--- src/hw/opn_clk_pkg.sv ---
package opn_clk_pkg;

    // bus field widths
    typedef logic [1:0] div_sel_t;   // prescaler select bits
    typedef logic [7:0] reg_addr_t;
    typedef logic [7:0] reg_data_t;
    typedef logic [9:0] timer_a_t;   // 10 bit load value
    typedef logic [7:0] timer_b_t;

    // register map
    localparam reg_addr_t ADDR_TA_HI   = 8'h24;  // timer a bits 9..2
    localparam reg_addr_t ADDR_TA_LO   = 8'h25;  // timer a bits 1..0
    localparam reg_addr_t ADDR_TB      = 8'h26;
    localparam reg_addr_t ADDR_TCTL    = 8'h27;  // load, enable, flag reset
    localparam reg_addr_t ADDR_PRES_2D = 8'h2d;
    localparam reg_addr_t ADDR_PRES_2E = 8'h2e;
    localparam reg_addr_t ADDR_PRES_2F = 8'h2f;

    localparam div_sel_t DIV_RESET = 2'b10;  // fm 1/6 and ssg 1/4
    localparam bit USE_SSG = 1'b1;           // ssg enable generated

    // divider ratios
    localparam int FM_PER_SAMPLE = 24;  // fm enables per sample
    localparam int TB_PRESCALE   = 16;  // samples per timer b step
    localparam int ADPCM_666_DIV = 12;
    localparam int ADPCM_111_DIV = 6;
    localparam int ADPCM_55_DIV  = 2;

    // counter widths derived from the ratios
    typedef logic [2:0] fm_cnt_t;   // up to 1/6
    typedef logic [1:0] ssg_cnt_t;  // up to 1/4
    typedef logic [$clog2(ADPCM_666_DIV)-1:0] a666_cnt_t;
    typedef logic [$clog2(ADPCM_111_DIV)-1:0] a111_cnt_t;
    typedef logic [$clog2(ADPCM_55_DIV)-1:0]  a55_cnt_t;
    typedef logic [$clog2(FM_PER_SAMPLE)-1:0] smp_cnt_t;
    typedef logic [$clog2(TB_PRESCALE)-1:0]   tbp_cnt_t;

    typedef struct packed {
        logic      wr;    // one cycle strobe
        reg_addr_t addr;
        reg_data_t data;
    } cpu_wr_t;

    typedef struct packed {
        logic fm;
        logic third;
        logic ssg;
        logic a666;
        logic a111;
        logic a55;
    } clk_ens_t;

    typedef struct packed {
        logic     load_a;      // timer a runs while high
        logic     load_b;
        logic     en_a;        // overflow may set flag a
        logic     en_b;
        logic     rst_flag_a;  // single cycle clear
        logic     rst_flag_b;
        timer_a_t val_a;
        timer_b_t val_b;
    } timer_cfg_t;

endpackage

--- src/hw/opn_reg_if.sv ---
`timescale 1ns/10ps

module opn_reg_if
    import opn_clk_pkg::*;
(
    input  logic       clk,
    input  logic       rst,
    input  cpu_wr_t    cpu_wr,
    output div_sel_t   div_sel,
    output timer_cfg_t timer_cfg
);

    logic pres_wr;  // any write that touches the prescaler
    logic tmr_wr;   // write to one of the timer registers

    assign pres_wr = cpu_wr.wr && (cpu_wr.addr inside {ADDR_PRES_2D, ADDR_PRES_2E,
                                                       ADDR_PRES_2F});
    assign tmr_wr  = cpu_wr.wr && (cpu_wr.addr inside {ADDR_TA_HI, ADDR_TA_LO, ADDR_TB,
                                                       ADDR_TCTL});

    // prescaler select
    // 2d and 2e set one bit each, 2f clears both
    // written data plays no part
    always_ff @(posedge clk) begin
        if (rst) begin
            div_sel <= DIV_RESET;
        end else if (pres_wr) begin
            case (cpu_wr.addr)
                ADDR_PRES_2D: div_sel <= div_sel | 2'b10;
                ADDR_PRES_2E: div_sel <= div_sel | 2'b01;
                default:      div_sel <= 2'b00;  // 2f
            endcase
        end
    end

    // timer registers
    always_ff @(posedge clk) begin
        if (rst) begin
            timer_cfg <= '0;
        end else begin
            // flag resets last one cycle only
            timer_cfg.rst_flag_a <= 1'b0;
            timer_cfg.rst_flag_b <= 1'b0;
            if (tmr_wr) begin
                case (cpu_wr.addr)
                    ADDR_TA_HI: timer_cfg.val_a[9:2] <= cpu_wr.data;
                    ADDR_TA_LO: timer_cfg.val_a[1:0] <= cpu_wr.data[1:0];  // upper bits unused
                    ADDR_TB:    timer_cfg.val_b      <= cpu_wr.data;
                    default: begin
                        // control register 27
                        timer_cfg.load_a     <= cpu_wr.data[0];
                        timer_cfg.load_b     <= cpu_wr.data[1];
                        timer_cfg.en_a       <= cpu_wr.data[2];
                        timer_cfg.en_b       <= cpu_wr.data[3];
                        timer_cfg.rst_flag_a <= cpu_wr.data[4];  // pulse next cycle
                        timer_cfg.rst_flag_b <= cpu_wr.data[5];
                    end
                endcase
            end
        end
    end

endmodule

--- src/hw/opn_clk_div.sv ---
`timescale 1ns/10ps

module opn_clk_div
    import opn_clk_pkg::*;
(
    input  logic     clk,
    input  logic     rst,
    input  logic     cen,
    input  div_sel_t div_sel,
    output clk_ens_t clk_ens
);

    fm_cnt_t   fm_pres, fm_pres_q, fm_cnt;     // terminal counts are period minus one
    ssg_cnt_t  ssg_pres, ssg_pres_q, ssg_cnt;
    logic [1:0] third_cnt;                     // fixed 1/3
    a666_cnt_t cnt666;
    a111_cnt_t cnt111;
    a55_cnt_t  cnt55;
    clk_ens_t  zero_q;                         // zero detect one stage ahead
    logic      cen_q;

    // select decode
    always_comb begin
        case (div_sel)
            2'b10: begin
                fm_pres  = 3'd5;  // fm 1/6
                ssg_pres = 2'd3;  // ssg 1/4
            end
            2'b11: begin
                fm_pres  = 3'd2;  // fm 1/3
                ssg_pres = 2'd1;  // ssg 1/2
            end
            default: begin
                fm_pres  = 3'd1;  // fm 1/2 for 00 and 01
                ssg_pres = 2'd0;  // ssg every cen
            end
        endcase
    end

    // fm, ssg and third counters
    // new select is picked up only at the wrap
    always_ff @(posedge clk) begin
        if (rst) begin
            fm_cnt     <= '0;
            fm_pres_q  <= fm_pres;
            ssg_cnt    <= '0;
            ssg_pres_q <= ssg_pres;
            third_cnt  <= '0;
        end else if (cen) begin
            if (fm_cnt == fm_pres_q) begin
                fm_cnt    <= '0;
                fm_pres_q <= fm_pres;
            end else begin
                fm_cnt <= fm_cnt + 3'd1;
            end
            if (ssg_cnt == ssg_pres_q) begin
                ssg_cnt    <= '0;
                ssg_pres_q <= ssg_pres;
            end else begin
                ssg_cnt <= ssg_cnt + 2'd1;
            end
            third_cnt <= (third_cnt == 2'd2) ? 2'd0 : third_cnt + 2'd1;
        end
    end

    // adpcm chain 12 then 6 then 2
    always_ff @(posedge clk) begin
        if (rst) begin
            cnt666 <= '0;
            cnt111 <= '0;
            cnt55  <= '0;
        end else if (cen) begin
            cnt666 <= (cnt666 == a666_cnt_t'(ADPCM_666_DIV - 1)) ? '0
                                                                   : cnt666 + a666_cnt_t'(1);
            if (cnt666 == '0) begin  // stage 2 steps once per 666k tick
                cnt111 <= (cnt111 == a111_cnt_t'(ADPCM_111_DIV - 1)) ? '0
                                                                       : cnt111 + a111_cnt_t'(1);
                if (cnt111 == '0) begin
                    cnt55 <= (cnt55 == a55_cnt_t'(ADPCM_55_DIV - 1)) ? '0
                                                                     : cnt55 + a55_cnt_t'(1);
                end
            end
        end
    end

    // zero flags and cen registered together
    always_ff @(posedge clk) begin
        if (rst) begin
            zero_q <= '0;
            cen_q  <= 1'b0;
        end else begin
            zero_q.fm    <= fm_cnt == '0;
            zero_q.third <= third_cnt == '0;
            zero_q.ssg   <= USE_SSG && (ssg_cnt == '0);  // held low without ssg
            zero_q.a666  <= cnt666 == '0;
            zero_q.a111  <= (cnt666 == '0) && (cnt111 == '0);  // nested so rates stay aligned
            zero_q.a55   <= (cnt666 == '0) && (cnt111 == '0) && (cnt55 == '0);
            cen_q        <= cen;
        end
    end

    // output pulses two clocks after the zero count
    always_ff @(posedge clk) begin
        if (rst) begin
            clk_ens <= '0;
        end else begin
            clk_ens <= zero_q & {$bits(clk_ens_t){cen_q}};
        end
    end

endmodule

--- src/hw/opn_timers.sv ---
`timescale 1ns/10ps

module opn_timers
    import opn_clk_pkg::*;
(
    input  logic       clk,
    input  logic       rst,
    input  logic       fm_en,
    input  timer_cfg_t timer_cfg,
    output logic       flag_a,
    output logic       flag_b,
    output logic       irq
);

    smp_cnt_t smp_cnt;   // fm pulses within a sample
    tbp_cnt_t tbp_cnt;   // samples within a timer b step
    timer_a_t cnt_a;
    timer_b_t cnt_b;
    logic     smp_tick;
    logic     tick_b;
    logic     ovf_a;
    logic     ovf_b;

    assign smp_tick = fm_en && (smp_cnt == smp_cnt_t'(FM_PER_SAMPLE - 1));
    assign tick_b   = smp_tick && (tbp_cnt == tbp_cnt_t'(TB_PRESCALE - 1));
    // overflow when the counter sits at all ones on its tick
    assign ovf_a    = timer_cfg.load_a && smp_tick && (cnt_a == '1);
    assign ovf_b    = timer_cfg.load_b && tick_b && (cnt_b == '1);

    // sample and timer b prescale, free running
    always_ff @(posedge clk) begin
        if (rst) begin
            smp_cnt <= '0;
            tbp_cnt <= '0;
        end else if (fm_en) begin
            smp_cnt <= smp_tick ? '0 : smp_cnt + smp_cnt_t'(1);
            if (smp_tick) begin
                tbp_cnt <= tick_b ? '0 : tbp_cnt + tbp_cnt_t'(1);
            end
        end
    end

    // up counters, held at the load value while stopped
    always_ff @(posedge clk) begin
        if (rst) begin
            cnt_a <= '0;
            cnt_b <= '0;
        end else begin
            if (!timer_cfg.load_a) begin
                cnt_a <= timer_cfg.val_a;
            end else if (smp_tick) begin
                cnt_a <= ovf_a ? timer_cfg.val_a : cnt_a + 10'd1;  // period 1024 - val_a
            end
            if (!timer_cfg.load_b) begin
                cnt_b <= timer_cfg.val_b;
            end else if (tick_b) begin
                cnt_b <= ovf_b ? timer_cfg.val_b : cnt_b + 8'd1;   // period 256 - val_b
            end
        end
    end

    // flags, a fresh overflow beats a clear in the same cycle
    always_ff @(posedge clk) begin
        if (rst) begin
            flag_a <= 1'b0;
            flag_b <= 1'b0;
            irq    <= 1'b0;
        end else begin
            if (ovf_a && timer_cfg.en_a) begin
                flag_a <= 1'b1;
            end else if (timer_cfg.rst_flag_a) begin
                flag_a <= 1'b0;
            end
            if (ovf_b && timer_cfg.en_b) begin
                flag_b <= 1'b1;
            end else if (timer_cfg.rst_flag_b) begin
                flag_b <= 1'b0;
            end
            irq <= flag_a | flag_b;  // one cycle behind the flags
        end
    end

endmodule

--- src/hw/opn_clk_top.sv ---
`timescale 1ns/10ps

module opn_clk_top
    import opn_clk_pkg::*;
(
    input  logic     clk,
    input  logic     rst,
    input  logic     cen,
    input  cpu_wr_t  cpu_wr,
    output clk_ens_t clk_ens,
    output logic     flag_a,
    output logic     flag_b,
    output logic     irq
);

    div_sel_t   div_sel;    // prescaler select to the divider
    timer_cfg_t timer_cfg;  // timer setup from the register block

    // cpu register decode
    opn_reg_if opn_reg_if_i (
        .clk       (clk),
        .rst       (rst),
        .cpu_wr    (cpu_wr),
        .div_sel   (div_sel),
        .timer_cfg (timer_cfg)
    );

    // enable generation
    opn_clk_div opn_clk_div_i (
        .clk     (clk),
        .rst     (rst),
        .cen     (cen),
        .div_sel (div_sel),
        .clk_ens (clk_ens)
    );

    // timers run off the fm enable
    opn_timers opn_timers_i (
        .clk       (clk),
        .rst       (rst),
        .fm_en     (clk_ens.fm),
        .timer_cfg (timer_cfg),
        .flag_a    (flag_a),
        .flag_b    (flag_b),
        .irq       (irq)
    );

endmodule

--- config.mk ---
export PLATFORM = sky130hd
export DESIGN_NAME = opn_clk_top
export DESIGN_NICKNAME = d
export VERILOG_FILES = /design/src/hw/opn_clk_pkg.sv /design/src/hw/opn_reg_if.sv /design/src/hw/opn_clk_div.sv /design/src/hw/opn_timers.sv /design/src/hw/opn_clk_top.sv
export SDC_FILE = /design/constraint.sdc
export NUM_CORES = 1
export LEC_CHECK = 0
export BUFFER_PORTS_ARGS = -buffer_cell sky130_fd_sc_hd__buf_2
export CORE_ASPECT_RATIO = 1.4
export CORE_MARGIN = 5
export CORE_UTILIZATION = 55
export DETAILED_ROUTE_END_ITERATION = 10
export GPL_ROUTABILITY_DRIVEN = 0
export GPL_TIMING_DRIVEN = 0
export PLACE_DENSITY = 0.76
export REMOVE_ABC_BUFFERS = 1
export SYNTH_ARGS = -nofsm -noshare
export SYNTH_HDL_FRONTEND = slang
export SYNTH_HIERARCHICAL = 1
export SYNTH_SLANG_ARGS = --single-unit
--- constraint.sdc ---
create_clock -name clk -period 2.3 [get_ports clk]
set_clock_uncertainty 0.1 [all_clocks]
set_input_delay 0.46 -clock clk [delete_from_list [all_inputs] [get_ports clk]]
set_output_delay 0.46 -clock clk [all_outputs]
set_load 0.01 [all_outputs]
==> impl_results.md <==
* GRT Residual Overflow at 0
* Reg2reg path depth at 6
* Final Instance Area at 4460 um^2
* Post-synth top area cell: dfxtp_1
* WL final at 7.70 mm
* CTS tree: built
* Hpwl dp at 5.42 mm
* Outcome: finished clean
* Most common cell after layout, fill and taps aside: dfxtp_1
* Die W at 83.0 um
* Relative slew slack at 0.456
* Post-CTS setup buffer count at 0
* Worst-Margin Slew at 0.817 ns
* Die area at 9320 um^2
* Final #Nets at 490
* Layout fillers at 667
* Height of the die at 112 um
* Min cycle time layout at 1.95 ns
* CTS resizes at 0
* CP required at 2.48 ns
* First-pass GRT wire length at 13.6 mm
* Worst Hold Depth at 2
* Clock-pin slew on the worst setup and hold paths at 0.08 ns
* WL/cell at 13.7 um
* Final Max Slew Viols at 0
* Crit Path Max Fanout at 9
* PortBufs at 28
* Vias in the first global route at 3145
* Number of flops mapped to enable cells by yosys at 5
* Number of diodes at 0
* Initial antenna violation count at 0
* RSZ-0062 raised after global routing: false
* Synth Cell Area at 4110 um^2
* Initial DRC count at 137
* Main synth FF type: dfxtp_1
* Worst Hold Class: primary input to register
* Clk_lat worst skew at 0.36 ns
* Cell row count at 37
* Root buf cell: clkbuf_8
* Share of the synthesized area in the top cell type at 0.410
* Area delta synth->final at 8.69%
* Vias per inst at 5.54
* Num CTS Buffers at 9
* CTS Buffer Depth at 2
* Core ar. at 7310 um^2
* Largest net degree at the start of global routing at 93
* Setup Crit Path Kind: register to register
* Register bit total from synthesis at 89
* Initial Util at 0.561
* Commonest cells after routing, fill and taps aside: 84 x dfxtp_1, 37 x nand2b_1, 36 x nand2_1
* CP Launch Type: register
* Yosys warnings at 6
* Vias at 3121
* Post-synthesis sequential area ratio at 0.446
* Proportion of layout cells with a drive suffix above 1 at 0.129
* First-pass DRT Iterations at 4
* Final ANT Viol Nets at 0
* Placed cell area at 4280 um^2
* Count of different cell masters after synthesis at 65
* Htree depth at 3
* Setup ws final at 0.346 ns
* Fmax at 512 MHz
* Synth Area per Inst at 9.35 um^2
* Fin. Hold Viols at 0
* Worst vdd ir at 0.000461 V
* Post-synth ARST share at 0
* Crit path DAT at 2.13 ns
* Io pins at 29
* Residual DRC at 0
* GRT Total Usage at 0.177
* Critical Path Sink Type: register
* Cells after Synth at 439
* Clock sink count at 89
* Top cells by area, synth: dfxtp_1 41%, mux2i_1 6.6%, nand2b_1 5.6%
* PD cells at 615 nW/um^2
* Max-Cap Viols at 0
* Pre-CTS setup slack at -0.0858 ns
* Fin crit share at 0.850
* # setup viols final at 0
* Hold_buf cts at 0
* Leakage power at 1.68 nW
==> flip-flops by register name, indices dropped and copies added (netlist names), 2 cells and up <==
name and flops:
opn_clk_div_i/fm_cnt 3, opn_clk_div_i/fm_pres_q 3, opn_reg_if_i/timer_cfg 24, opn_clk_div_i/third_cnt 2, opn_clk_div_i/zero_q 6, opn_timers_i/smp_cnt 5, opn_clk_div_i/ssg_cnt 2, opn_clk_div_i/cnt666 4
opn_reg_if_i/div_sel 2, opn_clk_div_i/cnt111 3, opn_timers_i/cnt_a 10, opn_clk_div_i/clk_ens 6, opn_timers_i/cnt_b 8, opn_timers_i/tbp_cnt 4, opn_clk_div_i/ssg_pres_q 2
==> layout make-up <==
cell class | count | area (um^2) | share of cell area
Clock inverter | 2 | 15.0 | 0.00337
Multi-Input combinational cell | 319 | 2140 | 0.479
Sequential cell | 89 | 1830 | 0.411
Timing Repair Buffer | 28 | 143 | 0.0320
Clock buffer | 14 | 163 | 0.0365
Inverter | 14 | 52.6 | 0.0118
Tap cell | 97 | 121 | 0.0272
==> cells by family after synthesis <==
logic type / synth area share
and+or+nand+nor: 0.279
muxes: 0.0686
adders and majority gates: 0.0274
xor gates and xnor gates: 0.0363
DFF: 0.446
AOI/OAI and AO/OA: 0.109
buffers and inverters: 0.0335
==> power by group <==
| group | switching (mW) | total [mW] | internal [mW] |
|---|---|---|---|
| clock | 0.509 | 0.963 | 0.453 |
| combinational | 0.0889 | 0.164 | 0.0746 |
| sequential | 0.0249 | 1.62 | 1.59 |
| total | 0.623 | 2.74 | 2.12 |
==> per-layer routing <==
| metal | part of all wire | up-vias | track usage |
|---|---|---|---|
| li1 | - | 1588 | - |
| met5 | 0 | - | 0 |
| met2 | 0.50 | 60 | 0.317 |
| met4 | 0.025 | 0 | 0.0818 |
| met3 | 0.033 | 16 | 0.0404 |
| met1 | 0.44 | 1457 | 0.198 |
==> final timing paths <==
kind | start | endpoint | slack [ns]
worst max-delay path | opn_timers_i/tbp_cnt[0] | opn_timers_i/cnt_b[5] | 0.35
worst min-delay path | cpu_wr[9] | opn_reg_if_i/div_sel[0] | 0.26
worst max register to register | opn_timers_i/tbp_cnt[0] | opn_timers_i/cnt_b[5] | 0.35
worst min register to register | opn_clk_div_i/zero_q[0] | opn_clk_div_i/clk_ens[0] | 0.33
==> critical path: stages, from the launching register on <==
cell	delay [ns]
dfxtp_1	0.41
ha_1	0.22
and3_1	0.22
nand3_1	0.29
o21ai_2	0.36
nand2_1	0.11
a31oi_1	0.17
==> cell usage after synthesis, types with 3 or more instances <==
cell type  instances
nor3b_1            4
a31oi_1            7
or3_1              7
nand3b_1           9
ha_1               9
nand3_1           10
mux2i_1           27
xor2_1             9
nor2_1            23
nand2_1           36
dfxtp_1           84
a22oi_1            4
nand4_1            4
nand2b_1          37
nor3_1            14
a211oi_1           5
and3_1             8
and4_1             3
inv_1             14
edfxtp_1           5
nor2b_1            8
xnor2_1            8
clkbuf_1          13
a21oi_1           22
o21ai_0           12
and2_1            11
a21o_1             3
==> stage by stage <==
step / utilization / power, mW / instances / hold WS (ns) / TNS (ns)
after floorplan: - / 1.75 / 422 / 0.306 / 0
after global placement: 0.585 / 1.81 / 547 / 0.307 / -0.230
after detailed placement: 0.585 / 1.82 / 547 / 0.311 / -0.453
after CTS: 0.610 / 2.78 / 563 / 0.240 / 0
after global routing: 0.610 / 2.88 / 563 / 0.256 / 0
final: 0.610 / 2.74 / 563 / 0.258 / 0
(Power assumes the default switching activity.)
